<file path="src/hdl/pipe_reg.sv">
`timescale 1ns/1ps
`default_nettype none

module pipe_reg #(
	parameter type payload_t = logic [31:0]
) (
	input  wire logic     clk,
	input  wire logic     rst_n,
	input  wire logic     en,
	input  wire logic     flush,
	input  wire payload_t d,
	output payload_t      q
);

	// A cleared payload carries no write or memory enables
	always_ff @(posedge clk) begin
		if (!rst_n || flush) begin
			q <= '0;
		end else if (en) begin
			q <= d;
		end
	end

endmodule

`default_nettype wire

</file>
<file path="config.mk">
export PLATFORM = sky130hd
export DESIGN_NAME = pipe_reg
export DESIGN_NICKNAME = d
export VERILOG_FILES = /design/src/hdl/pipe_reg.sv
export SDC_FILE = /design/constraint.sdc
export NUM_CORES = 1
export LEC_CHECK = 0
export ABC_AREA = 1
export BUFFER_PORTS_ARGS = -buffer_cell sky130_fd_sc_hd__buf_2
export CELL_PAD_IN_SITES_DETAIL_PLACEMENT = 1
export CELL_PAD_IN_SITES_GLOBAL_PLACEMENT = 1
export CORE_MARGIN = 1.5
export CORE_UTILIZATION = 32
export CTS_CLUSTER_DIAMETER = 200
export CTS_CLUSTER_SIZE = 8
export DETAILED_ROUTE_END_ITERATION = 7
export PLACE_DENSITY_LB_ADDON = 0.1
export SYNTH_ARGS = -nofsm -noshare
export SYNTH_HDL_FRONTEND = slang
export SYNTH_SLANG_ARGS = --single-unit
</file>
<file path="constraint.sdc">
create_clock -name clk -period 1.7 [get_ports clk]
set_clock_uncertainty 0.05 [all_clocks]
set_input_delay 0.17 -clock clk [delete_from_list [all_inputs] [get_ports clk]]
set_output_delay 0.17 -clock clk [all_outputs]
set_load 0.02 [all_outputs]
</file>
==> results_dict.tcl <==
set metrics [dict create \
    grt_usage_pct 15.01 \
    fin_crit_sh_pct 60.15 \
    syn_nets 177 \
    drt_iter0_drc 25 \
    clk_latency_ps 270 \
    finalCriticalPeriod_ps 1022 \
    vias 1140 \
    arrival_ps 800 \
    rsz0062_at_grt "no" \
    clk_path_buf_depth 2 \
    seq_area_frac_synth_pct 51.82 \
    reg_top3 "q (32)" \
    path_max_fanout 2 \
    cts_tree "yes" \
    place_hpwl_mm 2.191 \
    yosys.area.top_type "dfxtp_1" \
    cp_slowest_cell "dfxtp_1" \
    wl_mm 2.996 \
    cp_cell_sequence "buf_2" \
    hold_violations 0 \
    largest_register_ffs 32 \
    synthCells 141 \
    layout_commonest_cell "buf_2" \
    regMostFlops "q" \
    initial_core_util_pct 33.51 \
    layout-drive-gt1-share_pct 46.63 \
    port_buffers 67 \
    peakVddDrop_mv 0.4075 \
    cp-start-kind "flip-flop" \
    syn_area_mm2 0.001236 \
    syn2layout_area_growth_pct 31.58 \
    io_pins 68 \
    numCtsBuffers 5 \
    grt_pass1_vias 1085 \
    nets 243 \
    cp_slowest_stage_delay_ps 350 \
    powerDensity_mw_per_mm2 950.7 \
    clkSlewWorstSetupHoldPaths_ps 60 \
    fmax_mhz 978.0 \
    viasPerCell 4.453 \
    final_cells 256 \
    critPathBufInv 1 \
    wire_per_inst_um 11.70 \
    die_w_um 65.16 \
    slew_viol_final 0 \
    core_area_mm2 0.003689 \
    cts.htree.levels 2 \
    synth_seq_cells 32 \
    ys_top_cells_by_area "dfxtp_1 52%, nand2_1 17%, a21oi_1 8.5%" \
    cts_setup_buffers 0 \
    cts_resized 0 \
    antenna_cells 0 \
    ant_nets 0 \
    row_count 22 \
    crit_required_ps 1480 \
    worst_pin_slew_ps 373.0 \
    yosys_warnings 0 \
    final_cell_mix "67 x buf_2, 55 x nand2_1, 32 x dfxtp_1, 21 x a21oi_1, 11 x a21oi_2" \
    fillerInstances 484 \
    grt_max_degree 33 \
    setup_viol 0 \
    firstDrtPassIters 4 \
    grt_pass1_wl_mm 4.830 \
    power_leakage_nw 0.7660 \
    die-area_mm2 0.004245 \
    tns_ps 0 \
    drc 0 \
    synthDominantCellAreaShare_pct 51.82 \
    grt_overflow 0 \
    ctsRootBufferMaster "clkbuf_8" \
    gp_congestion 0.5776 \
    die_h_um 65.16 \
    holdBufCountCts 0 \
    synthDistinctLibCells 11 \
    maxSlewHeadroom_pct 75.14 \
    hold_class "input pin to flip-flop" \
    outcome "finished clean" \
    drv_cap 0 \
    worstSetupEndpointType "output port" \
    clock-sinks 32 \
    syn_area_per_cell_um2 8.767 \
    critical_path_class "flip-flop to output port" \
    critical-path-top-delay-family "flip-flops" \
    placed_cells 248 \
    antenna_found_initial 0 \
]
## power by group
part,switching (W),internal (W),leakage [nW]
logic,0.000110,0.0000693,0.460
clock network,0.000250,0.000330,0.0455
registers,0.0000129,0.000774,0.261
## through the flow
stage	setup WS [ps]	power [W]	util, %	cell area [µm²]	hold slack, ps
after floorplan	945.6	0.0009273	-	1236	260.5
after global placement	582.5	0.0009801	41.66	1536	369.2
after detailed placement	545.5	0.0009870	41.66	1536	382.5
after CTS	664.1	0.001574	44.10	1627	89.45
after global routing	624.8	0.001638	44.10	1627	87.43
final	677.5	0.001546	44.10	1627	95.09
## per-layer routing
metal | vias up | wire (µm) | track usage (%)
li1 | 577 | - | -
met1 | 522 | 1174 | 15.95
met2 | 36 | 1570 | 26.68
met3 | 5 | 200 | 4.623
met4 | 0 | 51 | 7.813
met5 | - | 0 | 0
## path summary, 6_finish.rpt
check / to / slack (ps) / from / cells past startpoint
max: q[20] / 680 / q[20] / 1
min: q[16] / 100 / d[16] / 3
max reg2reg: q[7] / 1050 / q[7] / 2
min reg2reg: q[0] / 410 / q[0] / 2
## cell type report
cell class                 instances  area (µm²)  area share [%]
clock buffer                       8       90.09           5.538
inverter                           2       15.01          0.9231
multi-input combinational         97       470.5           28.92
sequential                        32       640.6           39.38
tap                               48       60.06           3.692
timing repair buffer              69       350.3           21.54
## cells by family (layout without fill, tap and decap cells)
group	count (synthesis)	in the layout	share of synthesized area, %
buf+inv	12	79	10.12
simple gates	65	65	21.76
flops	32	32	51.82
compound gates	32	32	16.30
## Yosys cell counts
| library cell | number |
|---|---|
| buf_2 | 3 |
| a21oi_1 | 21 |
| buf_12 | 1 |
| buf_6 | 4 |
| buf_8 | 2 |
| inv_1 | 1 |
| inv_8 | 1 |
| nand2_1 | 55 |
| dfxtp_1 | 32 |
| a21oi_2 | 11 |
| nand2_2 | 10 |
No activity file was read; power rests on OpenSTA's default activity.
