File: src/hdl/cpu_pkg.sv
`default_nettype none

package cpu_pkg;

	typedef logic [31:0] xlen_t;
	typedef logic [4:0]  reg_idx_t;

	// Primary opcodes, instr[31:26]
	typedef enum logic [5:0] {
		OP_SPECIAL = 6'h00,
		OP_J       = 6'h02,
		OP_JAL     = 6'h03,
		OP_BEQ     = 6'h04,
		OP_ADDIU   = 6'h09,
		OP_LUI     = 6'h0f,
		OP_LW      = 6'h23,
		OP_SW      = 6'h2b
	} opcode_e;

	// Function codes under OP_SPECIAL, instr[5:0]
	typedef enum logic [5:0] {
		F_SLL  = 6'h00,
		F_JR   = 6'h08,
		F_ADDU = 6'h21,
		F_SUBU = 6'h23,
		F_AND  = 6'h24,
		F_OR   = 6'h25,
		F_SLT  = 6'h2a
	} funct_e;

	// ALU_ADD must stay at zero so a cleared ctrl_t is a harmless add
	typedef enum logic [3:0] {
		ALU_ADD = 4'd0,
		ALU_SUB = 4'd1,
		ALU_AND = 4'd2,
		ALU_OR  = 4'd3,
		ALU_SLT = 4'd4,
		ALU_SLL = 4'd5,
		ALU_LUI = 4'd6
	} alu_op_e;

	typedef enum logic [1:0] {
		FWD_RF  = 2'd0,
		FWD_EX  = 2'd1,
		FWD_MEM = 2'd2,
		FWD_WB  = 2'd3
	} fwd_sel_e;

	typedef struct packed {
		logic    reg_write;
		logic    reg_dst;
		logic    mem_read;
		logic    mem_write;
		logic    mem_to_reg;
		logic    alu_src;
		logic    is_branch;
		logic    is_jump;
		logic    jump_reg;
		logic    is_link;
		alu_op_e alu_op;
	} ctrl_t;

	////////////////////////////////////////////////////////////////////////////
	// Stage payloads
	////////////////////////////////////////////////////////////////////////////

	typedef struct packed {
		xlen_t pc_next;
		xlen_t instr;
	} if_id_t;

	typedef struct packed {
		ctrl_t    ctrl;
		xlen_t    pc_next;
		xlen_t    rs_data;
		xlen_t    rt_data;
		xlen_t    imm;
		xlen_t    jump_target;
		reg_idx_t rs;
		reg_idx_t rt;
		reg_idx_t rd;
		reg_idx_t shamt;
	} id_ex_t;

	typedef struct packed {
		ctrl_t    ctrl;
		xlen_t    ex_result;
		xlen_t    store_data;
		reg_idx_t wreg;
	} ex_mem_t;

	typedef struct packed {
		logic     reg_write;
		xlen_t    wdata;
		reg_idx_t wreg;
	} mem_wb_t;

	// Observation events
	typedef struct packed {
		reg_idx_t wreg;
		xlen_t    wdata;
	} wb_event_t;

	typedef struct packed {
		xlen_t addr;
		xlen_t data;
	} store_event_t;

endpackage

`default_nettype wire

File: src/hdl/regfile.sv
`timescale 1ns/1ps
`default_nettype none

module regfile (
	input  wire logic             clk,
	input  wire logic             rst_n,
	input  wire cpu_pkg::reg_idx_t rs,
	input  wire cpu_pkg::reg_idx_t rt,
	output cpu_pkg::xlen_t        rs_data,
	output cpu_pkg::xlen_t        rt_data,
	input  wire logic             we,
	input  wire cpu_pkg::reg_idx_t wreg,
	input  wire cpu_pkg::xlen_t   wdata
);

	// Register 0 has no storage
	cpu_pkg::xlen_t regs [1:31];

	always_ff @(posedge clk) begin
		if (!rst_n) begin
			for (int i = 1; i < 32; i++) begin
				regs[i] <= '0;
			end
		end else if (we && wreg != '0) begin
			regs[wreg] <= wdata;
		end
	end

	// Old value on a same-cycle write, WB forwarding covers it
	assign rs_data = (rs == '0) ? '0 : regs[rs];
	assign rt_data = (rt == '0) ? '0 : regs[rt];

endmodule

`default_nettype wire

File: config.mk
export PLATFORM = sky130hd
export DESIGN_NAME = regfile
export DESIGN_NICKNAME = d
export VERILOG_FILES = /design/src/hdl/cpu_pkg.sv /design/src/hdl/regfile.sv
export SDC_FILE = /design/constraint.sdc
export NUM_CORES = 2
export LEC_CHECK = 0
export BUFFER_PORTS_ARGS = -buffer_cell sky130_fd_sc_hd__buf_2
export CORE_MARGIN = 4
export CORE_UTILIZATION = 35
export CTS_CLUSTER_DIAMETER = 100
export CTS_CLUSTER_SIZE = 25
export DETAILED_ROUTE_END_ITERATION = 12
export MAX_ROUTING_LAYER = met4
export SYNTH_ARGS = -nofsm -noshare
export SYNTH_HDL_FRONTEND = slang
export SYNTH_SLANG_ARGS = --single-unit
File: constraint.sdc
create_clock -name clk -period 4.85 [get_ports clk]
set_input_delay 0.2425 -clock clk [delete_from_list [all_inputs] [get_ports clk]]
set_output_delay 0.2425 -clock clk [all_outputs]
set_load 0.01 [all_outputs]
==> summary.txt <==
CTS H-Tree Depth: 2
Core ar.: 0.154 sq mm
FFs w/ async S/R, synth: 0%
Die Width: 402 um
Max_cap viols: 0
DP Worst Slack: 1.23 ns
Worst Setup End Kind: primary output
Fmax: 263 MHz
Design Power: 17.7 mW
Ys Warns: 0
Largest regs: regs (1024)
WL met1: 74300 um
Final worst-path cycle share: 78.3%
RSZ-0062 raised after global routing: false
Ports: 114
Via count: 33102
Sequential fraction of the synthesis area: 56.7%
Leading cell types in the layout, fill and taps excluded: 1024 x edfxtp_1, 994 x and2_1, 472 x mux4_2
Max Root-Sink Buffers: 3
Worst-margin pin slew: 1.24 ns
First-pass GRT wire length: 256000 um
# port buffers: 113
Area after DPL: 0.0576 sq mm
Final Worst Setup Slack: 1.05 ns
Clk root buf: clkbuf_16
Starting DRT DRC Count: 4545
CTS tree: done
Finished Cell Area: 0.0589 sq mm
Slew HR: 15.3%
Max reg flops: 1024
Wire length per cell: 32.9 um
Final wirelength: 182000 um
Hold WS: 0.0936 ns
Final Hold Viols: 0
Routability cong.: 0.859
Area of the die: 0.161 sq mm
Synthesized area: 0.0542 sq mm
Clk slew on worst S/H paths: 0.10 ns
Synth Instances: 3505
CTS Buf Count: 46
Slew Viols, Final: 0
Flops & latches, synth: 1024
ANT nets after route: 0
Site Rows: 144
Top Layer Used: met4
Share of layout cells above drive strength 1: 25.9%
Die H: 402 um
Initial antenna violation count: 20
CP required: 4.61 ns
Post-synth EDFFs: 1024
Post-CTS Resized: 0
Count of cell types in the netlist: 43
Nets: 3519
DR WL met2: 84000 um
Sum Neg Setup Slack: 0 ns
Total track usage: 22.6%
Reg with most FFs: regs
Top_reg_cell synth: edfxtp_1
Critical path class: primary input to primary output
Run status: finished, final reports clean
Metal3 WL: 17100 um
Clock sink count: 1024
PwrDens: 301 mW/mm^2
Detailed Place HPWL: 114000 um
Commonest non-fill, non-tap cell in the layout: edfxtp_1
Initial cell density of the core: 35.2%
Mapped Avg Cell Area: 15.5 sq um
Largest net degree at the start of global routing: 79
Hold_buf cts: 0
Total congestion overflow: 0
CP startpoint kind: primary input
DRC violations left: 0
Post-CTS setup buffers: 0
Vias in the first global route: 33562
Setup violators final: 0
Drt pass-1 iters: 6
Worst min-delay path category: primary input to register
Leak: 19.6 nW
Maximum VDD drop: 253 uV
Fin crit period: 3.80 ns
Critical path arrival: 3.55 ns
Via/cell ratio: 5.99
Worst-path fanout max: 40
Area Growth Syn to Fin: 8.65%
-- cells by family after synthesis --
logic type,count (synthesis),synth area share [%]
other,1,0.00692
and+or+nand+nor,1147,13.0
DFF,1024,56.7
muxes,652,23.0
AOI/OAI and AO/OA,290,3.94
buffers and inverters,391,3.36
-- Yosys cell counts (12+ instances only) --
library cell | count | area (sq um)
mux2_2 | 30 | 338
buf_4 | 38 | 285
mux2i_1 | 150 | 1500
nor3_1 | 54 | 270
and2_1 | 995 | 6220
a22o_1 | 51 | 447
clkbuf_1 | 281 | 1050
buf_1 | 13 | 48.8
nor2_1 | 36 | 135
buf_2 | 35 | 175
mux4_2 | 472 | 10600
a22oi_1 | 16 | 120
a2111oi_0 | 14 | 123
buf_6 | 22 | 248
o21ai_0 | 35 | 175
nor2b_1 | 14 | 87.6
edfxtp_1 | 1024 | 30700
a21oi_1 | 12 | 60.1
o22ai_1 | 103 | 644
a2111oi_1 | 41 | 410
-- path summary, 6_finish.rpt --
path	cells after the start	end	slack (ns)	from
worst max-delay path	7	rt_data[18]	1.05	rt[1]
worst min-delay path	1	regs[0][11]	0.09	wdata[11]
-- area by class of cell --
type,count,area (sq um)
Antenna cell,15,37.5
Clock buffer,50,1230
Fill cell,14170,95100
Inverter,2,7.51
Multi-Input combinational cell,2121,22300
Sequential cell,1024,30700
Tap cell,2044,2560
Timing Repair Buffer,274,2010
-- worst max-delay path, cell delays in order --
cell and delay [ns]:
buf_4 0.57, and2_4 0.96, buf_4 0.40, a22o_1 0.20
a2111oi_1 0.06, nor3_1 0.77, buf_2 0.28
-- power breakdown --
| part | switching, mW | internal, mW | leakage [nW] | total, mW |
|---|---|---|---|---|
| logic | 1.52 | 1.08 | 9.24 | 2.60 |
| clock network | 2.84 | 1.81 | 0.605 | 4.65 |
| registers | 0.256 | 10.2 | 9.75 | 10.5 |
-- layer usage --
metal,vias to the layer above,global-route usage [%]
li1,13447,-
met1,17501,31.2
met2,1844,34.3
met3,310,4.30
met4,0,6.73
met5,-,-
-- metrics by stage --
step / util, % / instances
CTS: 38.2 / 5515
detailed placement: 37.4 / 5465
floorplan: - / 3536
global route: 38.2 / 5525
finish: 38.2 / 5530
global placement: 37.4 / 5465
(Power assumes the default switching activity.)
