[src/hdl/cpu_pkg.sv]
`default_nettype none

package cpu_pkg;

	typedef logic [31:0] xlen_t;
	typedef logic [4:0]  reg_idx_t;

	// Primary opcodes, instr[31:26]
	typedef enum logic [5:0] {
		OP_SPECIAL = 6'h00,
		OP_J       = 6'h02,
		OP_JAL     = 6'h03,
		OP_BEQ     = 6'h04,
		OP_ADDIU   = 6'h09,
		OP_LUI     = 6'h0f,
		OP_LW      = 6'h23,
		OP_SW      = 6'h2b
	} opcode_e;

	// Function codes under OP_SPECIAL, instr[5:0]
	typedef enum logic [5:0] {
		F_SLL  = 6'h00,
		F_JR   = 6'h08,
		F_ADDU = 6'h21,
		F_SUBU = 6'h23,
		F_AND  = 6'h24,
		F_OR   = 6'h25,
		F_SLT  = 6'h2a
	} funct_e;

	// ALU_ADD must stay at zero so a cleared ctrl_t is a harmless add
	typedef enum logic [3:0] {
		ALU_ADD = 4'd0,
		ALU_SUB = 4'd1,
		ALU_AND = 4'd2,
		ALU_OR  = 4'd3,
		ALU_SLT = 4'd4,
		ALU_SLL = 4'd5,
		ALU_LUI = 4'd6
	} alu_op_e;

	typedef enum logic [1:0] {
		FWD_RF  = 2'd0,
		FWD_EX  = 2'd1,
		FWD_MEM = 2'd2,
		FWD_WB  = 2'd3
	} fwd_sel_e;

	typedef struct packed {
		logic    reg_write;
		logic    reg_dst;
		logic    mem_read;
		logic    mem_write;
		logic    mem_to_reg;
		logic    alu_src;
		logic    is_branch;
		logic    is_jump;
		logic    jump_reg;
		logic    is_link;
		alu_op_e alu_op;
	} ctrl_t;

	////////////////////////////////////////////////////////////////////////////
	// Stage payloads
	////////////////////////////////////////////////////////////////////////////

	typedef struct packed {
		xlen_t pc_next;
		xlen_t instr;
	} if_id_t;

	typedef struct packed {
		ctrl_t    ctrl;
		xlen_t    pc_next;
		xlen_t    rs_data;
		xlen_t    rt_data;
		xlen_t    imm;
		xlen_t    jump_target;
		reg_idx_t rs;
		reg_idx_t rt;
		reg_idx_t rd;
		reg_idx_t shamt;
	} id_ex_t;

	typedef struct packed {
		ctrl_t    ctrl;
		xlen_t    ex_result;
		xlen_t    store_data;
		reg_idx_t wreg;
	} ex_mem_t;

	typedef struct packed {
		logic     reg_write;
		xlen_t    wdata;
		reg_idx_t wreg;
	} mem_wb_t;

	// Observation events
	typedef struct packed {
		reg_idx_t wreg;
		xlen_t    wdata;
	} wb_event_t;

	typedef struct packed {
		xlen_t addr;
		xlen_t data;
	} store_event_t;

endpackage

`default_nettype wire

[src/hdl/fwd_unit.sv]
`timescale 1ns/1ps
`default_nettype none

module fwd_unit (
	input  wire cpu_pkg::reg_idx_t rs,
	input  wire cpu_pkg::reg_idx_t rt,
	input  wire cpu_pkg::reg_idx_t ex_dst,
	input  wire cpu_pkg::reg_idx_t mem_dst,
	input  wire cpu_pkg::reg_idx_t wb_dst,
	input  wire logic             ex_rw,
	input  wire logic             mem_rw,
	input  wire logic             wb_rw,
	output cpu_pkg::fwd_sel_e     sel_rs,
	output cpu_pkg::fwd_sel_e     sel_rt
);

	// Oldest first so the youngest matching stage overrides
	function automatic cpu_pkg::fwd_sel_e pick(input cpu_pkg::reg_idx_t src);
		cpu_pkg::fwd_sel_e sel;
		sel = cpu_pkg::FWD_RF;
		if (src != '0) begin
			if (wb_rw && wb_dst == src) begin
				sel = cpu_pkg::FWD_WB;
			end
			if (mem_rw && mem_dst == src) begin
				sel = cpu_pkg::FWD_MEM;
			end
			if (ex_rw && ex_dst == src) begin
				sel = cpu_pkg::FWD_EX;
			end
		end
		return sel;
	endfunction

	always_comb begin
		sel_rs = pick(rs);
		sel_rt = pick(rt);
	end

endmodule

`default_nettype wire

[config.mk]
export PLATFORM = sky130hd
export DESIGN_NAME = fwd_unit
export DESIGN_NICKNAME = d
export VERILOG_FILES = /design/src/hdl/cpu_pkg.sv /design/src/hdl/fwd_unit.sv
export SDC_FILE = /design/constraint.sdc
export NUM_CORES = 1
export LEC_CHECK = 0
export ABC_AREA = 1
export CAP_MARGIN = 20
export CORE_AREA = 2 2 39 41
export DETAILED_ROUTE_END_ITERATION = 10
export DIE_AREA = 0 0 41 43
export DONT_BUFFER_PORTS = 1
export GPL_TIMING_DRIVEN = 0
export SYNTH_ARGS = -nofsm -noshare
export SYNTH_HDL_FRONTEND = slang
export SYNTH_SLANG_ARGS = --single-unit
[constraint.sdc]
create_clock -name vclk -period 1.97
set_input_delay 0.394 -clock vclk [all_inputs]
set_output_delay 0.394 -clock vclk [all_outputs]
set_load 0.05 [all_outputs]
==> results of run 1 <==
-- cell type report --
class | count | area [µm²] | area share (%)
inverter | 27 | 101 | 16.1
multi-input combinational | 114 | 507 | 80.7
tap | 16 | 20.0 | 3.19
-- through the flow --
stage	cell area (µm²)	hold WS, ps
global route	628	1150
finish	628	1120
detailed placement	624	1130
CTS	628	1120
floorplan	604	1090
global placement	624	1120
-- routing by layer --
| metal | vias to the layer above | part of all wire [%] | global-route usage (%) |
|---|---|---|---|
| li1 | 426 | - | - |
| met4 | 0 | 0 | 0 |
| met5 | - | 0 | 0 |
| met1 | 323 | 44 | 25.9 |
| met3 | 0 | 10 | 2.09 |
| met2 | 31 | 46 | 33.4 |
-- critical path: cells and delay by family --
| kind | cells | cell delay, ps |
|---|---|---|
| AOI/OAI and AO/OA | 1 | 510 |
| buffers and inverters | 1 | 30 |
| and+or+nand+nor | 6 | 460 |
-- path summary, 6_finish.rpt --
kind              cells past startpoint  slack, ps   endpoint  start
setup / recovery                      8        170  sel_rs[0]  rs[3]
hold / removal                        4       1120  sel_rt[0]  rt[2]
-- report_power, final --
| group | total (mW) | switching (mW) | internal [mW] |
|---|---|---|---|
| logic | 0.110 | 0.0713 | 0.0390 |
| clock network | 0 | 0 | 0 |
| registers | 0 | 0 | 0 |
-- cell families after synthesis --
family          Yosys count  share of synthesized area [%]
compound gates           13                           11.4
buf+inv                  27                           16.8
simple gates            101                           71.8
-- cells in the final DEF, fill, tap and decap left out, drive strengths merged --
cell   synthesis  layout
nor3b          1       1
nand3          6       6
inv           27      27
nand4          2       2
nor3           4       4
a21oi          5       5
nand2         63      63
o21ai          8       8
nor2          25      25
-- what timing repair did --
action / 4_1_cts / 5_1_grt
resized for setup: 1 / 0
buffers inserted: 0 / 0
setup endpoints to repair: 1 / 0
==> impl_results.md, run 1 <==
- Placed cell count: 157
- Hold crit path type: input port to output port
- Routed WL: 1.70 mm
- Largest net degree at the start of global routing: 7
- Cell variety after synth: 14
- Hold Buf Count CTS: 0
- Die Y: 43 µm
- HPWL Detailed: 1.51 mm
- Max Cap Violations: 0
- Vias in the first global route: 676
- Residual DRC: 0
- Clock buffer count: 0
- Final Setup Violations: 0
- Slew Limit Fails: 0
- Placer congestion estimate: 0.897
- Post-synth top area share: 39.1%
- Synthesized net count: 169
- F_max: 0.557 GHz
- Vias per cell: 4.97
- First DRT Iteration DRCs: 16
- Chip Width: 41 µm
- Core Area: 1380 µm²
- Outcome: complete, no violations
- Max stage delay on crit path: 510 ps
- Row Count: 14
- Initial Util: 43.7%
- Register area share after synthesis: 0%
- Seq_cells: 0
- Leak Pwr: 0.389 nW
- Max-Slew Margin vs Limit: 59.2%
- Total track usage: 19.3%
- Critical-path top delay cell: a21oi_2
- DRT Pass-1 Iters: 4
- Synth Warn #: 0
- Peak VDD IR: 54.5 µV
- Fin util: 45.4%
- CP dominant cell by count: nand2_1
- CP endpoint kind: output port
- Total number of vias: 780
- Fin crit period: 1800 ps
- CP max FO: 4
- Critical path class: input port to output port
- Largest area contributor in the netlist: nand2_1
- First-pass GRT wire length: 2.48 mm
- Critical Path RT: 1580 ps
- Final Non-Filler Cells: 157
- Setup WS post-layout: 174 ps
- Mapped Area: 604 µm²
- Syn Area/Cell: 4.29 µm²
- Tcrit/Tclk final: 91.1%
- Die area: 1760 µm²
- Measured slew at the worst slew-check pin: 612 ps
- Diodes inserted: 0
- RSZ-0062 raised after global routing: no
- Most frequent cell after synthesis: nand2_1
- Register Area: 0 µm²
- Total Power: 0.110 mW
- I/O pin cnt: 32
- Worst EP arrival: 1400 ps
- Cells after synthesis: 141
- Type of element launching the critical path: input port
- Layout Nets: 171
- Share of cells above drive strength 1: 12.8%
- Synth area leaders: nand2_1 (39%), nor2_1 (12%), inv_1 (11%), inv_2 (5.6%), nor2_2 (5.2%)
- # fillers: 173
- Place WS: -78.3 ps
- Synth-to-layout area growth: 3.93%
- Final hold vios: 0
- Pwr/cell area: 176 nW/µm²
- Detail Route Antenna Nets: 0
- Antenna violations before repair: 0
- Wire length per cell: 10.8 µm
- Critical-path cell list: inv_2, nand2_1, nand2_1, nor2_1, nand2_1, nor2_2, nand2_1, a21oi_2
- Port Buffers: 0
- Post-synth top cells: nand2_1 (63), nor2_1 (20), inv_1 (18)
- Setup TNS: 0 ps
- Total global routing overflow: 0
(Power assumes the default switching activity.)
==> run 2: changes to the inputs <==
clock period = 1.9 ns   (was 1.97 ns; I/O delays follow)
==> run 2 against run 1 <==
Effect of this change:
- worst setup slack worse by 26 ps
- combinational power up 4%
- final cell count unchanged
- sequential share of layout area unchanged
- first-iteration DRC count up 75%
- utilization unchanged
- critical endpoint is now sel_rt[0]
- largest power group unchanged
==> impl_results.md, run 2 (synthesis results as in run 1) <==
- Critical path's top delay family: compound AO/OA/AOI/OAI gates
- Place WS: 143 ps
- CP max FO: 3
- I/O pin cnt: 32
- Register Area: 0 µm²
- DRT Pass-1 Iters: 4
- F_max: 0.571 GHz
- Placed Instance Area: 628 µm²
- Placer congestion estimate: 0.897
- Clock buffer count: 0
- CP dominant cell by count: nand2_1
- Row Count: 14
- Slew Limit Fails: 0
- Finished Cell Area: 628 µm²
- HPWL Detailed: 1.50 mm
- Critical path buffers and inverters: 1
- Final Setup Violations: 0
- Max-Slew Margin vs Limit: 59.5%
- Fin crit period: 1750 ps
- Core Area: 1380 µm²
- Critical Path RT: 1520 ps
- Type of element launching the critical path: input port
- First DRT Iteration DRCs: 28
- Wire length per cell: 10.9 µm
- Detail Route Antenna Nets: 0
- Port Buffers: 0
- Leak Pwr: 0.389 nW
- Final hold vios: 0
- Total track usage: 20.6%
- Most frequent cells in the layout: nand2_1 (63), nor2_1 (20), inv_1 (18)
- Diodes inserted: 0
- Final Non-Filler Cells: 157
- Placed cell count: 157
- Max Cap Violations: 0
- Initial Util: 43.7%
- RSZ-0062 raised after global routing: no
- Outcome: complete, no violations
- Measured slew at the worst slew-check pin: 608 ps
- Antenna violations before repair: 0
- Chip Width: 41 µm
- Total global routing overflow: 0
- First-pass GRT wire length: 2.66 mm
- Hold crit path type: input port to output port
- Synth-to-layout area growth: 3.93%
- # fillers: 180
- Tcrit/Tclk final: 92.2%
- Die Y: 43 µm
- Critical-path cell list: inv_1, nand2_1, nand2_1, nor2_2, nand2_1, nor2_2, nand2_1, a21oi_2
- Pwr/cell area: 181 nW/µm²
- Share of cells above drive strength 1: 12.8%
- Seq_cells: 0
- Vias in the first global route: 727
- Most common cell after layout, fill and taps aside: nand2_1
- Worst EP arrival: 1370 ps
- Largest net degree at the start of global routing: 7
- Residual DRC: 0
- Post-CTS Resized: 0
- Peak VDD IR: 57.1 µV
- Critical path class: input port to output port
- Max stage delay on crit path: 500 ps
- Vias per cell: 4.96
- Setup TNS: 0 ps
- CP endpoint kind: output port
- Hold Buf Count CTS: 0
- Die area: 1760 µm²
- Layout Nets: 171
- Buffer count from post-CTS setup fixing: 0
- Critical-path top delay cell: a21oi_2
- Setup WS post-layout: 149 ps
- Total number of vias: 779
- Routed WL: 1.72 mm
- Hold WS: 1090 ps
## run 2: final timing paths
path / startpoint / endpoint / slack, ps / depth (start not counted)
worst max-delay path: wb_dst[3] / sel_rt[0] / 150 / 8
worst min-delay path: rs[3] / sel_rs[0] / 1090 / 4
## run 2: through the flow
stage          total power [mW]  utilization, %
2_1_floorplan            0.0986               -
3_3_place_gp              0.112            45.4
3_5_place_dp              0.113            45.4
4_1_cts                   0.114            45.4
5_1_grt                   0.130            45.4
6_report                  0.114            45.4
## run 2: cell type report
cell class         count  area [µm²]  share of cell area [%]
multi-input cells    114         507                    80.7
inverters             27         101                    16.1
well taps             16        20.0                    3.19
## run 2: power breakdown
group	internal [mW]	switching (mW)	leakage, nW
logic	0.0405	0.0734	0.389
registers	0	0	0
clock network	0	0	0
## run 2: layer usage
metal	GRT usage, %	vias up	routed length [µm]	part of all wire [%]
li1	-	429	-	-
met1	28.5	319	716	42
met2	34.7	31	815	47
met3	1.57	0	186	11
met4	1.33	0	0	0
met5	0	-	0	0
