==> config.mk <==
export PLATFORM = sky130hd
export DESIGN_NAME = branch_unit
export DESIGN_NICKNAME = d
export VERILOG_FILES = /design/src/hdl/cpu_pkg.sv /design/src/hdl/branch_unit.sv
export SDC_FILE = /design/constraint.sdc
export NUM_CORES = 1
export LEC_CHECK = 0
export BUFFER_PORTS_ARGS = -buffer_cell sky130_fd_sc_hd__buf_4
export CAP_MARGIN = 20
export CORE_MARGIN = 4
export CORE_UTILIZATION = 45
export DETAILED_ROUTE_END_ITERATION = 8
export PLACE_DENSITY = 0.9
export SETUP_SLACK_MARGIN = 0.5
export SLEW_MARGIN = 0
export SYNTH_ARGS = -nofsm -noshare
export SYNTH_HDL_FRONTEND = slang
export SYNTH_SLANG_ARGS = --single-unit
==> constraint.sdc <==
create_clock -name vclk -period 7.5
set_input_delay 0.75 -clock vclk [all_inputs]
set_output_delay 0.75 -clock vclk [all_outputs]
set_load 0.005 [all_outputs]
==> src/hdl/cpu_pkg.sv <==
`default_nettype none

package cpu_pkg;

	typedef logic [31:0] xlen_t;
	typedef logic [4:0]  reg_idx_t;

	// Primary opcodes, instr[31:26]
	typedef enum logic [5:0] {
		OP_SPECIAL = 6'h00,
		OP_J       = 6'h02,
		OP_JAL     = 6'h03,
		OP_BEQ     = 6'h04,
		OP_ADDIU   = 6'h09,
		OP_LUI     = 6'h0f,
		OP_LW      = 6'h23,
		OP_SW      = 6'h2b
	} opcode_e;

	// Function codes under OP_SPECIAL, instr[5:0]
	typedef enum logic [5:0] {
		F_SLL  = 6'h00,
		F_JR   = 6'h08,
		F_ADDU = 6'h21,
		F_SUBU = 6'h23,
		F_AND  = 6'h24,
		F_OR   = 6'h25,
		F_SLT  = 6'h2a
	} funct_e;

	// ALU_ADD must stay at zero so a cleared ctrl_t is a harmless add
	typedef enum logic [3:0] {
		ALU_ADD = 4'd0,
		ALU_SUB = 4'd1,
		ALU_AND = 4'd2,
		ALU_OR  = 4'd3,
		ALU_SLT = 4'd4,
		ALU_SLL = 4'd5,
		ALU_LUI = 4'd6
	} alu_op_e;

	typedef enum logic [1:0] {
		FWD_RF  = 2'd0,
		FWD_EX  = 2'd1,
		FWD_MEM = 2'd2,
		FWD_WB  = 2'd3
	} fwd_sel_e;

	typedef struct packed {
		logic    reg_write;
		logic    reg_dst;
		logic    mem_read;
		logic    mem_write;
		logic    mem_to_reg;
		logic    alu_src;
		logic    is_branch;
		logic    is_jump;
		logic    jump_reg;
		logic    is_link;
		alu_op_e alu_op;
	} ctrl_t;

	////////////////////////////////////////////////////////////////////////////
	// Stage payloads
	////////////////////////////////////////////////////////////////////////////

	typedef struct packed {
		xlen_t pc_next;
		xlen_t instr;
	} if_id_t;

	typedef struct packed {
		ctrl_t    ctrl;
		xlen_t    pc_next;
		xlen_t    rs_data;
		xlen_t    rt_data;
		xlen_t    imm;
		xlen_t    jump_target;
		reg_idx_t rs;
		reg_idx_t rt;
		reg_idx_t rd;
		reg_idx_t shamt;
	} id_ex_t;

	typedef struct packed {
		ctrl_t    ctrl;
		xlen_t    ex_result;
		xlen_t    store_data;
		reg_idx_t wreg;
	} ex_mem_t;

	typedef struct packed {
		logic     reg_write;
		xlen_t    wdata;
		reg_idx_t wreg;
	} mem_wb_t;

	// Observation events
	typedef struct packed {
		reg_idx_t wreg;
		xlen_t    wdata;
	} wb_event_t;

	typedef struct packed {
		xlen_t addr;
		xlen_t data;
	} store_event_t;

endpackage

`default_nettype wire

==> src/hdl/branch_unit.sv <==
`timescale 1ns/1ps
`default_nettype none

module branch_unit (
	input  wire cpu_pkg::ctrl_t ctrl,
	input  wire cpu_pkg::xlen_t pc_next,
	input  wire cpu_pkg::xlen_t imm,
	input  wire cpu_pkg::xlen_t rs_data,
	input  wire cpu_pkg::xlen_t rt_data,
	input  wire cpu_pkg::xlen_t jump_target,
	output logic                redirect,
	output cpu_pkg::xlen_t      target
);

	logic           taken;
	cpu_pkg::xlen_t branch_target;

	// beq compares here, no ALU flag needed
	assign taken         = ctrl.is_branch && (rs_data == rt_data);
	assign branch_target = pc_next + {imm[29:0], 2'b00};

	assign redirect = taken || ctrl.is_jump;

	always_comb begin
		if (ctrl.is_jump) begin
			target = ctrl.jump_reg ? rs_data : jump_target;
		end else begin
			target = branch_target;
		end
	end

endmodule

`default_nettype wire

==> impl_results.md, run 1 <==
- Max-Cap Viols: 0
- Routed WL per cell: 18.11 um
- Die area: 7172 um2
- CP Data Arrival Time: 3320 ps
- Net Sw Frac: 0.4855
- Post-route ant nets: 0
- Met1 Usage GRT: 0.3808
- Port Buf Inserts: 194
- Commonest cells post-synth: a21oi_1, xnor2_1, ha_1, nor2_1
- Initial Util: 0.4719
- Pin count of the biggest net entering global routing: 52
- Final setup vio count: 0
- Count of different cell masters after synthesis: 53
- Top Ports: 207
- Clk pwr share: 0
- Worst setup SP type: input port
- Area share of fa/ha/maj cells after synthesis: 0.1447
- Final Hold Viols: 0
- Worst hold path depth: 4
- Top Usage Layer GRT: met2
- Sequential Power Share: 0
- Cts hold-fix bufs: 0
- Setup TNS: 0 ps
- Post-Route WL: 11410 um
- Yosys top cell by area: ha_1
- CTS resizes: 0
- GRT Total Usage: 0.2927
- Fraction of layout cells with a size suffix above 1: 0.3710
- Routability cong.: 0.9351
- Internal power: 0.0001728 W
- Syn Std Cell Area: 2646 um2
- Crit Path Class: input port to output pin
- Pins Over Slew Limit: 0
- Vias in the first global route: 3447
- CP Capture Type: output pin
- Die height: 84.69 um
- RSZ-0062 raised after global routing: no
- Slew headroom: 0.4392
- Most frequent cell after synthesis: a21oi_1
- Multiplexer share of the synthesized area: 0.1002
- Width of the chip: 84.69 um
- Seq_cells: 0
- Post-CTS Setup Repair Bufs: 0
- Post-synthesis compound-gate area fraction: 0.3541
- Met2 GRT Util: 0.5260
- Status: finished, final reports clean
- Worst VDD drop: 51.82 uV
- Gr ovfl total: 0
- Nets: 764
- Seq/Total Area, Yosys: 0
- Routing usage on met3: 0.02846
- Yosys warns: 0
- Initial antenna violation count: 0
- Number of core rows: 27
- Post-synthesis xor/xnor area fraction: 0.1688
- Drc violations: 0
- Layout area overhead: 56.12%
- Vias post-DR: 3716
- CP Max Fanout: 6
- Gate power share: 1.000
- NetSw: 0.0001630 W
- Vias per Instance: 5.898
- PwrDens: 81.28 nW/um2
- Simple-gate share of the synthesized area: 0.1976
- CP required: 6750 ps
- First-pass GRT wire length: 17530 um
- Period utilization: 0.5424
- Core ar.: 5608 um2
- Hold WC Path Type: input port to output pin
- Initial DRC count: 205
- Power consumption: 0.0003358 W
- Largest family of logic cells by synthesized area: compound AO/OA/AOI/OAI gates
- Syn nets: 584
- Syn avg cell area: 6.964 um2
- Hpwl dp: 9749 um
- Fin util: 0.7367
- Synth top area cells: ha_1, xnor2_1, a21oi_1
- Register area: 0 um2
- Worst slew pin tran: 820.0 ps
- Clock buffers: 0
- Minimum clock period: 4068 ps
- ANT cells: 0
- Mapped Cells: 380
- Static leakage: 1.975 nW
- Pre-antenna DRT Iters: 4
- Top cell type's share of synthesized area: 0.1371
- Peak Freq: 245.8 MHz
[worst paths after layout]
path          to             from
min   target[15]  jump_target[15]
max   target[22]       pc_next[2]
[layout make-up]
| class | instances | area (um2) |
|---|---|---|
| multi-input cells | 356 | 2555 |
| inverters | 8 | 30.03 |
| well taps | 72 | 90.09 |
| fillers | 469 | 1476 |
| repair buffers | 194 | 1456 |
[routing by layer]
layer / vias up / routed length, um / share of wire
met5: - / 0 / 0
met4: 0 / 235 / 0.021
met3: 24 / 779 / 0.068
met2: 197 / 5716 / 0.50
met1: 1704 / 4678 / 0.41
li1: 1791 / - / -
[cells by family after synthesis]
| kind of cell | Yosys count |
|---|---|
| adders and majority gates | 30 |
| xor gates and xnor gates | 51 |
| AOI/OAI and AO/OA | 143 |
| and+or+nand+nor | 106 |
| buffers and inverters | 24 |
| muxes | 26 |
[power groups by stage]
stage	combinational, W	clock (W)	sequential, W
5_1_grt	0.000364	0	0
3_3_place_gp	0.000326	0	0
4_1_cts	0.000332	0	0
6_report	0.000336	0	0
3_5_place_dp	0.000331	0	0
2_1_floorplan	0.000180	0	0
[cell usage in the layout, fill, tap and decap left out, types with 5 or more instances in the layout]
| master | n |
|---|---|
| buf_4 | 194 |
| a21oi_1 | 54 |
| xnor2_1 | 39 |
| nor2_1 | 29 |
| ha_1 | 29 |
| nand2_1 | 22 |
| mux2i_1 | 22 |
| o21ai_1 | 18 |
| xor2_1 | 12 |
| nand3_1 | 11 |
| o21ai_0 | 10 |
| a211oi_1 | 10 |
| nor2b_1 | 9 |
| nand4_1 | 9 |
| a21o_1 | 8 |
| inv_1 | 8 |
| and3_1 | 7 |
| a31oi_1 | 7 |
| nor3_1 | 5 |
| nand2b_1 | 5 |
[worst max-delay path: stages]
cell	delay [ps]
buf_4	110
ha_1	220
fa_1	410
a21o_1	220
a221oi_2	430
o21ai_4	150
a211oi_2	330
o21ai_1	140
xnor2_1	290
o21ai_1	100
buf_4	160
[metrics by stage]
step	cells	hold slack (ps)	setup WS (ps)	instance area [um2]
finish	630	1833	3432	4131
global route	630	1864	3380	4131
CTS	630	1840	3505	4131
detailed placement	630	1834	3510	4131
global placement	630	1835	3528	4131
floorplan	380	1617	4036	2646
Note: power is estimated with default switching activity, not from simulation.
==> inputs of run 2 (changes only) <==
CORE_UTILIZATION = 42   (was 45)
PLACE_DENSITY = 0.85   (was 0.9)
clock period = 4 ns   (was 7.5 ns; I/O delays follow)
==> run 2 against run 1 <==
  * Die area is 6.5% higher
  * Via count hardly changed
  * Worst setup slack worse by 2700 ps
  * Cell area hardly changed
  * First-iteration DRC count is 20% lower
  * Non-clock buffer count stayed put
  * Critical path depth stayed put
  * Core utilization is 5.0 points lower
  * Cell count is 0.48% higher
  * Critical endpoint is now target[28]
  * Highest routed layer unchanged
==> impl_results.md, run 2 (synthesis gave the netlist of run 1 again) <==
- Seq_cells: 0
- Pins Over Slew Limit: 0
- Worst VDD drop: 88.72 uV
- Static leakage: 1.975 nW
- CP required: 3600 ps
- Final setup vio count: 0
- Fraction of layout cells with a size suffix above 1: 0.3710
- Die area: 7634 um2
- Die height: 87.38 um
- Setup TNS: 0 ps
- CP max stage delay: 420 ps
- Layout area overhead: 56.26%
- Clock buffers: 0
- Fin util: 0.6863
- Final Hold Viols: 0
- Cell family with most CP delay: compound AO/OA/AOI/OAI gates
- Worst setup SP type: input port
- CP Capture Type: output pin
- Routed WL per cell: 18.02 um
- Drc violations: 0
- Layout fillers: 533
- Crit Path Class: input port to output pin
- Initial DRC count: 163
- Status: finished, final reports clean
- RSZ-0062 raised after global routing: no
- Placed Cells: 633
- Period utilization: 0.8127
- Net Sw Frac: 0.4880
- Number of core rows: 28
- Initial antenna violation count: 0
- Hold Crit Start: pc_next[0]
- Cts hold-fix bufs: 0
- Worst Path Buf+Inv: 2
- Post-Route WL: 11410 um
- Nets: 764
- Width of the chip: 87.38 um
- Register area: 0 um2
- NetSw: 0.0003090 W
- GRT Total Usage: 0.2713
- Pin count of the biggest net entering global routing: 52
- Port Buf Inserts: 194
- Gr ovfl total: 0
- Post-route ant nets: 0
- Core ar.: 6026 um2
- Pre-antenna DRT Iters: 5
- CP Data Arrival Time: 2850 ps
- Slew headroom: 0.4888
- Hpwl dp: 9791 um
- Minimum clock period: 3251 ps
- WHS Endpoint: target[0]
- Clk pwr share: 0
- Hold WC Path Type: input port to output pin
- Vias per Instance: 5.872
- ANT cells: 0
- CTS resizes: 0
- Routability cong.: 0.8852
- PwrDens: 153.1 nW/um2
- Gate power share: 1.000
- Post-CTS Setup Repair Bufs: 0
- Initial Util: 0.4392
- Internal power: 0.0003242 W
- Vias post-DR: 3717
- Commonest non-fill, non-tap cell in the layout: buf_4
- CP Max Fanout: 6
- Commonest cells after routing, fill and taps aside: buf_4, a21oi_1, xnor2_1
- Fin cells: 633
- Sequential Power Share: 0
- First-pass GRT wire length: 16770 um
- Peak Freq: 307.6 MHz
- Worst hold path depth: 4
- CP most frequent cell: buf_4
- Max-Cap Viols: 0
- Slowest CP cell: fa_1
- Worst slew pin tran: 747.5 ps
- Crit path cell chain: buf_4, ha_1, fa_1, a21o_1, a221oi_2, o21ai_4, a211oi_4, o211ai_2, a211oi_1, a311oi_1, buf_4
- Area of the multi-input gates: 2555 um2
- Top Ports: 207
- Vias in the first global route: 3522
## run 2: cell counts in the layout (fill, tap and decap cells not counted)
Identical to the previous run, type by type.
## run 2: stage by stage
stage	setup slack (ps)	cell area [um2]	hold WS, ps	total power (W)
CTS	754.0	4135	1146	0.0006268
global route	547.6	4135	1166	0.0006836
floorplan	1236	2646	917.3	0.0003377
global placement	774.0	4135	1129	0.0006135
detailed placement	781.7	4135	1146	0.0006242
finish	749.2	4135	1145	0.0006332
## run 2: power by group through the flow
stage          clock network [W]  registers [W]  logic [W]
2_1_floorplan                  0              0   0.000338
3_3_place_gp                   0              0   0.000614
3_5_place_dp                   0              0   0.000624
4_1_cts                        0              0   0.000627
5_1_grt                        0              0   0.000684
6_report                       0              0   0.000633
## run 2: final cells by class
class	instances	share of cell area
timing repair buffer	194	0.3522
multi-input combinational	356	0.6179
inverter	8	0.007262
tap	75	0.02269
## run 2: worst max path at each step
stage               startpoint    endpoint  slack (ps)  depth (start not counted)
detailed placement  pc_next[2]  target[28]         780                         11
floorplan           pc_next[2]  target[28]        1240                          9
CTS                 pc_next[2]  target[30]         750                         11
global placement    pc_next[2]  target[22]         770                         11
finish              pc_next[2]  target[28]         750                         11
global route        pc_next[2]  target[30]         550                         11
## run 2: routing by layer
metal  vias up  part of all wire  global-route usage  wire length (um)
li1       1791                 -                   -                 -
met1      1693              0.38              0.3294              4363
met2       200              0.50              0.5075              5685
met3        33             0.086             0.03027               986
met4         0             0.032             0.05439               369
met5         -                 0                   0                 0
