### src/hdl/cpu_pkg.sv
`default_nettype none

package cpu_pkg;

	typedef logic [31:0] xlen_t;
	typedef logic [4:0]  reg_idx_t;

	// Primary opcodes, instr[31:26]
	typedef enum logic [5:0] {
		OP_SPECIAL = 6'h00,
		OP_J       = 6'h02,
		OP_JAL     = 6'h03,
		OP_BEQ     = 6'h04,
		OP_ADDIU   = 6'h09,
		OP_LUI     = 6'h0f,
		OP_LW      = 6'h23,
		OP_SW      = 6'h2b
	} opcode_e;

	// Function codes under OP_SPECIAL, instr[5:0]
	typedef enum logic [5:0] {
		F_SLL  = 6'h00,
		F_JR   = 6'h08,
		F_ADDU = 6'h21,
		F_SUBU = 6'h23,
		F_AND  = 6'h24,
		F_OR   = 6'h25,
		F_SLT  = 6'h2a
	} funct_e;

	// ALU_ADD must stay at zero so a cleared ctrl_t is a harmless add
	typedef enum logic [3:0] {
		ALU_ADD = 4'd0,
		ALU_SUB = 4'd1,
		ALU_AND = 4'd2,
		ALU_OR  = 4'd3,
		ALU_SLT = 4'd4,
		ALU_SLL = 4'd5,
		ALU_LUI = 4'd6
	} alu_op_e;

	typedef enum logic [1:0] {
		FWD_RF  = 2'd0,
		FWD_EX  = 2'd1,
		FWD_MEM = 2'd2,
		FWD_WB  = 2'd3
	} fwd_sel_e;

	typedef struct packed {
		logic    reg_write;
		logic    reg_dst;
		logic    mem_read;
		logic    mem_write;
		logic    mem_to_reg;
		logic    alu_src;
		logic    is_branch;
		logic    is_jump;
		logic    jump_reg;
		logic    is_link;
		alu_op_e alu_op;
	} ctrl_t;

	////////////////////////////////////////////////////////////////////////////
	// Stage payloads
	////////////////////////////////////////////////////////////////////////////

	typedef struct packed {
		xlen_t pc_next;
		xlen_t instr;
	} if_id_t;

	typedef struct packed {
		ctrl_t    ctrl;
		xlen_t    pc_next;
		xlen_t    rs_data;
		xlen_t    rt_data;
		xlen_t    imm;
		xlen_t    jump_target;
		reg_idx_t rs;
		reg_idx_t rt;
		reg_idx_t rd;
		reg_idx_t shamt;
	} id_ex_t;

	typedef struct packed {
		ctrl_t    ctrl;
		xlen_t    ex_result;
		xlen_t    store_data;
		reg_idx_t wreg;
	} ex_mem_t;

	typedef struct packed {
		logic     reg_write;
		xlen_t    wdata;
		reg_idx_t wreg;
	} mem_wb_t;

	// Observation events
	typedef struct packed {
		reg_idx_t wreg;
		xlen_t    wdata;
	} wb_event_t;

	typedef struct packed {
		xlen_t addr;
		xlen_t data;
	} store_event_t;

endpackage

`default_nettype wire

### src/hdl/decoder.sv
`timescale 1ns/1ps
`default_nettype none

module decoder (
	input  wire cpu_pkg::xlen_t instr,
	output cpu_pkg::ctrl_t      ctrl
);

	cpu_pkg::opcode_e opcode;
	cpu_pkg::funct_e  funct;

	assign opcode = cpu_pkg::opcode_e'(instr[31:26]);
	assign funct  = cpu_pkg::funct_e'(instr[5:0]);

	always_comb begin
		ctrl = '0;
		case (opcode)
			cpu_pkg::OP_SPECIAL: begin
				case (funct)
					cpu_pkg::F_ADDU: ctrl.alu_op = cpu_pkg::ALU_ADD;
					cpu_pkg::F_SUBU: ctrl.alu_op = cpu_pkg::ALU_SUB;
					cpu_pkg::F_AND:  ctrl.alu_op = cpu_pkg::ALU_AND;
					cpu_pkg::F_OR:   ctrl.alu_op = cpu_pkg::ALU_OR;
					cpu_pkg::F_SLT:  ctrl.alu_op = cpu_pkg::ALU_SLT;
					cpu_pkg::F_SLL:  ctrl.alu_op = cpu_pkg::ALU_SLL;
					default:         ctrl.alu_op = cpu_pkg::ALU_ADD;
				endcase
				if (funct == cpu_pkg::F_JR) begin
					ctrl.is_jump  = 1'b1;
					ctrl.jump_reg = 1'b1;
				end else if (ctrl.alu_op != cpu_pkg::ALU_ADD || funct == cpu_pkg::F_ADDU) begin
					// R-type result goes to rd
					ctrl.reg_write = 1'b1;
					ctrl.reg_dst   = 1'b1;
				end
			end
			cpu_pkg::OP_ADDIU: begin
				ctrl.reg_write = 1'b1;
				ctrl.alu_src   = 1'b1;
			end
			cpu_pkg::OP_LUI: begin
				ctrl.reg_write = 1'b1;
				ctrl.alu_src   = 1'b1;
				ctrl.alu_op    = cpu_pkg::ALU_LUI;
			end
			cpu_pkg::OP_LW: begin
				ctrl.reg_write  = 1'b1;
				ctrl.alu_src    = 1'b1;
				ctrl.mem_read   = 1'b1;
				ctrl.mem_to_reg = 1'b1;
			end
			cpu_pkg::OP_SW: begin
				ctrl.alu_src   = 1'b1;
				ctrl.mem_write = 1'b1;
			end
			cpu_pkg::OP_BEQ: ctrl.is_branch = 1'b1;
			cpu_pkg::OP_J:   ctrl.is_jump   = 1'b1;
			cpu_pkg::OP_JAL: begin
				ctrl.is_jump   = 1'b1;
				ctrl.is_link   = 1'b1;
				ctrl.reg_write = 1'b1;
			end
			default: ctrl = '0;
		endcase
	end

endmodule

`default_nettype wire

### config.mk
export PLATFORM = sky130hd
export DESIGN_NAME = decoder
export DESIGN_NICKNAME = d
export VERILOG_FILES = /design/src/hdl/cpu_pkg.sv /design/src/hdl/decoder.sv
export SDC_FILE = /design/constraint.sdc
export NUM_CORES = 1
export LEC_CHECK = 0
export BUFFER_PORTS_ARGS = -buffer_cell sky130_fd_sc_hd__buf_2
export CAP_MARGIN = 30
export CORE_AREA = 2 2 39 41
export DETAILED_ROUTE_END_ITERATION = 7
export DIE_AREA = 0 0 41 43
export GPL_ROUTABILITY_DRIVEN = 1
export PLACE_DENSITY = 0.71
export SLEW_MARGIN = 20
export SYNTH_ARGS = -nofsm -noshare
export SYNTH_HDL_FRONTEND = slang
export SYNTH_SLANG_ARGS = --single-unit
### constraint.sdc
create_clock -name vclk -period 1.4
set_input_delay 0.07 -clock vclk [all_inputs]
set_output_delay 0.07 -clock vclk [all_outputs]
set_load 0.01 [all_outputs]
==> impl.org, run 1 <==
** Route
- The final layout contains routed wiring with a total length of roughly 980 um.
- Total DRC errors in the routed layout :: 0
- Initial detailed-routing violation count :: 0
- Average wire per cell in the routed design :: around 10 um
- For this run, the detailed router's first-pass iteration total came to 1.
- Number of nets still failing antenna checks after routing :: 0
- Detailed routing inserted a total of 485 vias.
- Detail-routed via count per cell :: about 5

** Synth
- Ys Warns :: 0
- Number of instances in the synthesized netlist :: 50
- For this run, the register share of the synthesized area comes to 0.
- Summing every instance area after synthesis gives ~340 sq um.
- Post-Syn Nets :: between 80 and 90
- Cell type with the largest total area after synthesis :: buf_4
- Synth area leaders :: buf_4 8.7%, nor2_1 7.6%, nor3_1 7.3%, or4_4 6.5%, and4_2 5.8%
- The average instance in the mapped netlist occupies 6.88 sq um.
- The share of synthesized area in the top cell type comes to 0.0873.
- Number of distinct library cells after synthesis :: 29

** Timing
- Least setup slack across all paths after layout :: -301 ps
- Final Hold Viols :: 0
- Tcrit/Tclk final :: 1.22
- Based on the critical path, the design can be clocked at up to roughly 590 MHz.
- Setup repair after global routing could not meet its margin everywhere.
- The final max-slew violation count was 0.
- Total setup violations reported at the end of the flow :: 5
- Final period demand of the worst path :: 1700 ps

** GRT
- Global routing finished with a remaining overflow of 0.
- Number of global-route vias before repair :: roughly 410
- Across every metal layer, demand over resource in global routing totals 0.114.
- Global-route wire length before repair :: ~1.5 mm
- Entering global routing, the biggest net connects 9 pins.
- Initial antenna violation count :: 0

** Place
- Cell total after placement :: 95
- Worst-case setup slack after placement :: -325 ps
- Gp weighted congestion :: ~0.87
- In this run the cell area measured after placement is between 500 and 600 sq um.
- Half-perimeter wire length after detailed placement :: 806 um
- Count of buffers inserted at the top-level ports :: 25

** Run status
- The final reports fail on setup timing.
- Result of the run :: complete, but fails checks

** Critical path
- Among the stages of the critical path, the cell type that occurs most often is or4_4.
- The worst setup path is launched from a primary input.
- For the worst setup path, the data arrival time is between 1500 and 2000 ps.
- Largest incremental delay on the critical path :: around 520 ps
- Req. time, crit path :: 1330 ps
- The largest individual stage delay along the critical path comes from the cell or4_4.
- The critical path is of the in2out type.
- Walking the worst path, the cells encountered are buf_6 > or4_4 > or4_4 > nand2b_4 > o22ai_4 > buf_2.
- Total buffers and inverters traversed by the critical path :: 2
- STA classifies the critical path endpoint as a primary output.
- The kind of cell with the highest combined delay along the critical path is simple AND/OR/NAND/NOR gates.
- Of all nets on the critical path, the largest fanout is 4.

** Finish
- # nets final :: 114
- Top library cells by usage in the layout, fill and taps aside :: 23 x buf_2, 11 x buf_4, 6 x nor2_1
- Leaving out fill and tap cells, the most frequent cell in the layout is buf_2.
- Area taken by multi-input logic gates :: roughly 320 sq um
- Non-filler instance count after layout :: 96
- From synthesis to final layout, the design area changed by 64.7%.
- In the final layout, flip-flops and latches occupy 0 sq um.
- Ratio of cells with drive above 1 in the final layout :: 0.563
- Seq Cell Count :: 0
- Number of clock buffers in the layout :: 0
- Number of fill cells in the layout :: about 150
- Ant diodes :: 0
- Post-Layout Inst Area :: between 500 and 600 sq um

** Die
- Num rows :: 14
- 46 I/O pins were placed.
- For this configuration, the core starts out at a cell density of 0.249.
- From bottom edge to top edge, the die measures around 43 um.
- The floorplan step defined a die boundary enclosing about 1800 sq um.
- In this run the horizontal extent of the chip is between 40 and 50 um.
- The core region is ~1400 sq um.

** Power
- Pwr/cell area :: between 200 and 250 nW/um^2
- Worst ir drop on vdd :: between 0.09 and 0.1 mV
- Leakage :: around 0.30 nW

** Min path
- The worst hold path was traced through 3 stages.
- The path class of the tightest hold or removal check is in2out.
- Start point of the worst min-delay path :: instr[3]
- Hold Path End :: ctrl[0]

** Clock network
- CTS Hold Buffers Added :: 0

** Run
- Maximum Capacitance Violations :: 0
-- metrics by stage --
step	power (mW)	setup TNS [ps]	utilization	hold WS, ps
6_report	0.114	-1200	0.410	514
4_1_cts	0.114	-1140	0.410	513
5_1_grt	0.126	-1340	0.410	546
3_3_place_gp	0.108	-1250	0.392	513
2_1_floorplan	0.0632	-545	-	194
3_5_place_dp	0.111	-1240	0.392	521
-- what timing repair did --
item                                    CTS  global route
pin swaps                                 2             2
buffers inserted                          1             0
endpoints found under the setup margin    5             5
resized for setup                         3             1
-- Yosys cell counts, types with 2 or more instances --
cell     n
nor2_1   7
nor3_1   5
buf_4    4
a21oi_1  2
a31oi_1  2
and4_2   2
nand2_1  2
nand3_1  2
nor3b_1  2
o21ai_0  2
or4_4    2
-- layout make-up --
class,instances,share of cell area
multi-input combinational,43,0.570
tap,16,0.0353
inverter,1,0.00662
timing repair buffer,36,0.389
-- power by group --
| part | total, mW | switching (mW) | internal (mW) |
|---|---|---|---|
| logic | 0.114 | 0.0600 | 0.0540 |
| clock network | 0 | 0 | 0 |
| registers | 0 | 0 | 0 |
| total | 0.114 | 0.0600 | 0.0540 |
-- worst max-delay path by stage --
| stage | startpoint | end | slack (ps) | depth (start not counted) |
|---|---|---|---|---|
| 2_1_floorplan | instr[27] | ctrl[13] | -130 | 5 |
| 3_3_place_gp | instr[31] | ctrl[13] | -320 | 6 |
| 3_5_place_dp | instr[31] | ctrl[13] | -330 | 6 |
| 4_1_cts | instr[31] | ctrl[13] | -310 | 6 |
| 5_1_grt | instr[31] | ctrl[13] | -340 | 6 |
| 6_report | instr[31] | ctrl[13] | -300 | 6 |
-- routing by layer --
| metal | track usage | vias to the layer above | routed length [um] |
|---|---|---|---|
| met5 | 0 | - | 0 |
| met4 | 0 | 0 | 0 |
| met3 | 0 | 0 | 46 |
| met2 | 0.197 | 12 | 467 |
| met1 | 0.161 | 224 | 464 |
| li1 | - | 249 | - |
-- cells by family after synthesis --
group           Yosys count  synth area share
compound gates           11             0.258
simple gates             30             0.553
buf+inv                   7             0.153
xor+xnor                  1            0.0255
other cells               1            0.0109
(Power assumes the default switching activity.)
==> run 2, diff against run 1 <==
Settings changed: CORE_AREA 2 2 39 41 to 3 3 40 42, DIE_AREA 0 0 41 43 to 0 0 43 45, SKIP_LAST_GASP set to 1.
==> run 2 against run 1 <==
  * The run still ends with setup timing left
  * Cell count down 1.0%
  * First-iteration DRC count rose by 5
  * Critical endpoint unchanged
  * Combinational power about the same
  * Power is 2.3% higher
  * Fmax rose by 0.65%
  * Global-route usage fell by 0.69 points
  * Count of clock-buffer cells in the layout stayed put
  * Sequential share of layout area did not move
  * Worst setup slack improved by 11 ps
  * Largest cell class unchanged
  * Critical path depth did not move
  * Critical path type unchanged
  * Routed wire length up 11%
==> impl.org, run 2 (synthesis results as in run 1) <==
** Run status
- Result of the run: complete, but fails checks (unchanged).
- Violations in the final reports :: setup timing (unchanged)

** Die
- Die height :: 45 um (was 43 um)
- The horizontal die dimension was 43 um (was 41 um).
- The effective utilization at floorplan is 0.268 (was 0.249).
- The number of ports placed on the die boundary came to 46 (unchanged).
- The core footprint came to 1280 sq um (was 1380 sq um).
- Num rows :: 13 (was 14)
- Die Outline Area :: 1940 sq um (was 1760 sq um)

** Critical path
- Most Frequent Cell on Critical Path :: or4_4 (unchanged)
- The category of the most critical setup path is in2out (unchanged).
- Library cell contributing the largest single delay on the critical path :: or4_4 (unchanged)
- The type of origin of the critical path is a primary input (unchanged).
- Req. time, crit path :: 1330 ps (about the same)
- Top cell family by delay on the critical path :: simple AND/OR/NAND/NOR gates (unchanged)
- The highest net fanout along the worst path came to 3 (was 4).
- Category of the worst setup path capture point :: primary output (unchanged)
- The worst stage delay on the critical path came to 520 ps (about the same).
- The sum of buffers and inverters on the critical path came to 2 (unchanged).
- Cell chain of the critical path :: buf_6 > or4_4 > or4_4 > nand2b_4 > o22ai_4 > buf_2 (unchanged)
- WP data arrival :: 1620 ps (was 1630 ps)

** Route
- Detail-routed via count per cell :: 5.17 (was 5.05)
- Initial detailed-routing violation count :: 5 (was 0)
- Total DRC errors in the routed layout :: 0 (unchanged)
- Average wire per cell in the routed design :: 11.5 um (was 10.2 um)
- First-pass detailed-route iteration total :: 4 (was 1)
- The via total after detailed routing is 491 (was 485).
- The sum of routed wire length over all layers came to 1.09 mm (was 978 um).
- Number of nets still failing antenna checks after routing :: 0 (unchanged)

** Timing
- Highest Clock Rate :: 592 MHz (was 588 MHz)
- The final cycle utilization of the critical path came to 1.21 (was 1.22).
- The final hold violation count is 0 (unchanged).
- Total setup violations reported at the end of the flow :: 5 (unchanged)
- Count of pins over their slew limit :: 0 (unchanged)
- The final critical-path required period was 1690 ps (was 1700 ps).
- The setup slack of the critical path after layout was -290 ps (was -301 ps).
- RSZ-0062 raised after global routing :: true (unchanged)
- The worst hold margin came to 528 ps (was 514 ps).
- Accumulated negative setup slack :: -1290 ps (was -1200 ps)

** Finish
- Area growth from synthesis to final layout :: 66.2% (was 64.7%)
- Post-Layout Inst Area :: 572 sq um (was 567 sq um)
- The final layout net count came to 114 (unchanged).
- Number of fill cells in the layout :: 142 (was 152)
- Seq Cell Count :: 0 (unchanged)
- Area taken by multi-input logic gates :: 329 sq um (was 323 sq um)
- Number of clock buffers in the layout :: 0 (unchanged)
- The final instance count without filler cells was 95 (was 96).
- Top library cells by usage in the layout, fill and taps aside: 23 x buf_2, 11 x buf_4, 6 x nor2_1 (unchanged).
- The proportion of layout cells with a drive suffix above 1 was 0.563 (unchanged).
- The number of antenna repair diodes is 0 (unchanged).
- The register area came to 0 sq um (unchanged).
- The most common library cell in the layout ignoring fill and taps is buf_2 (unchanged).

** Power
- Share of total power in the clock network :: 0 (about the same)
- Switching part of the total power :: 0.536 (was 0.526)
- The part of the total power dissipated in combinational logic was 1.000 (about the same).
- Internal power contribution :: 0.0541 mW (was 0.0540 mW)
- The share of power burned in registers is 0 (about the same).
- Leakage :: 0.309 nW (was 0.302 nW)
- Pwr/cell area :: 204 nW/um^2 (was 201 nW/um^2)
- The switching power summed over all nets came to 0.0625 mW (was 0.0600 mW).
- The peak ir drop on the vdd network is 0.0838 mV (was 0.0949 mV).

** Place
- The post-placement setup slack was -326 ps (was -325 ps).
- The routability-driven placement congestion ratio is 0.775 (was 0.875).
- Half-perimeter wire length after detailed placement :: 941 um (was 806 um)
- Total placed instance area :: 541 sq um (was 542 sq um)
- The quantity of I/O buffers inserted on ports came to 25 (unchanged).
- Cell total after placement :: 94 (was 95)

** Run
- The max-capacitance violation count was 0 (unchanged).

** GRT
- The global-route wire length before repair is 1.71 mm (was 1.55 mm).
- The overall global routing resource usage came to 0.107 (was 0.114).
- The total congestion overflow was 0 (unchanged).
- The maximum number of pins on one net before global-route repair is 9 (unchanged).
- Initial antenna violation count :: 0 (unchanged)
- Number of global-route vias before repair :: 425 (was 413)

** Min path
- The hold-critical path endpoint is ctrl[0] (unchanged).
- Min-Delay Path Class :: in2out (unchanged)
- The count of cells along the worst hold path came to 3 (unchanged).
- Start point of the worst min-delay path :: instr[3] (unchanged)
-- run 2: cell count changes in the layout (fill, tap and decap cells not counted) --
cell,before,now
o21ai_0,1,2
nor3_4,0,1
o21ai_1,1,0
nor3_2,1,0
-- run 2: timing repair --
item,4_1_cts,5_1_grt
cloned,0,0
pin swaps,3,2
setup endpoints to repair,5,6
buffers inserted,1,0
hold buffers,0,0
gates resized for setup,3,1
-- run 2: layout make-up --
cell class	count	share of cell area
tap	15	0.0328
timing repair buffer	36	0.385
inverter	1	0.00656
multi-input combinational	43	0.575
-- run 2: stage by stage --
step / total power, mW / util
floorplan: 0.0632 / -
global placement: 0.108 / 0.421
detailed placement: 0.112 / 0.421
CTS: 0.115 / 0.440
global route: 0.128 / 0.445
finish: 0.117 / 0.445
-- run 2: power groups by stage --
stage,registers (mW),clock network [mW],logic (mW)
4_1_cts,0,0,0.115
2_1_floorplan,0,0,0.0632
6_report,0,0,0.117
3_3_place_gp,0,0,0.108
5_1_grt,0,0,0.128
3_5_place_dp,0,0,0.112
-- run 2: worst max path at each step --
| stage | startpoint | slack, ps | cells after the start | endpoint |
|---|---|---|---|---|
| final | instr[31] | -290 | 6 | ctrl[13] |
| after global routing | instr[31] | -340 | 6 | ctrl[13] |
| after CTS | instr[31] | -300 | 6 | ctrl[13] |
| after detailed placement | instr[31] | -330 | 6 | ctrl[13] |
| after global placement | instr[31] | -320 | 6 | ctrl[13] |
| after floorplan | instr[27] | -130 | 5 | ctrl[13] |
-- run 2: layer usage --
layer / vias to the layer above / global-route usage / routed length (um)
met4: 0 / 0.0120 / 0
met1: 223 / 0.133 / 476
li1: 249 / - / -
met3: 0 / 0.0159 / 91
met2: 19 / 0.201 / 521
met5: - / 0 / 0
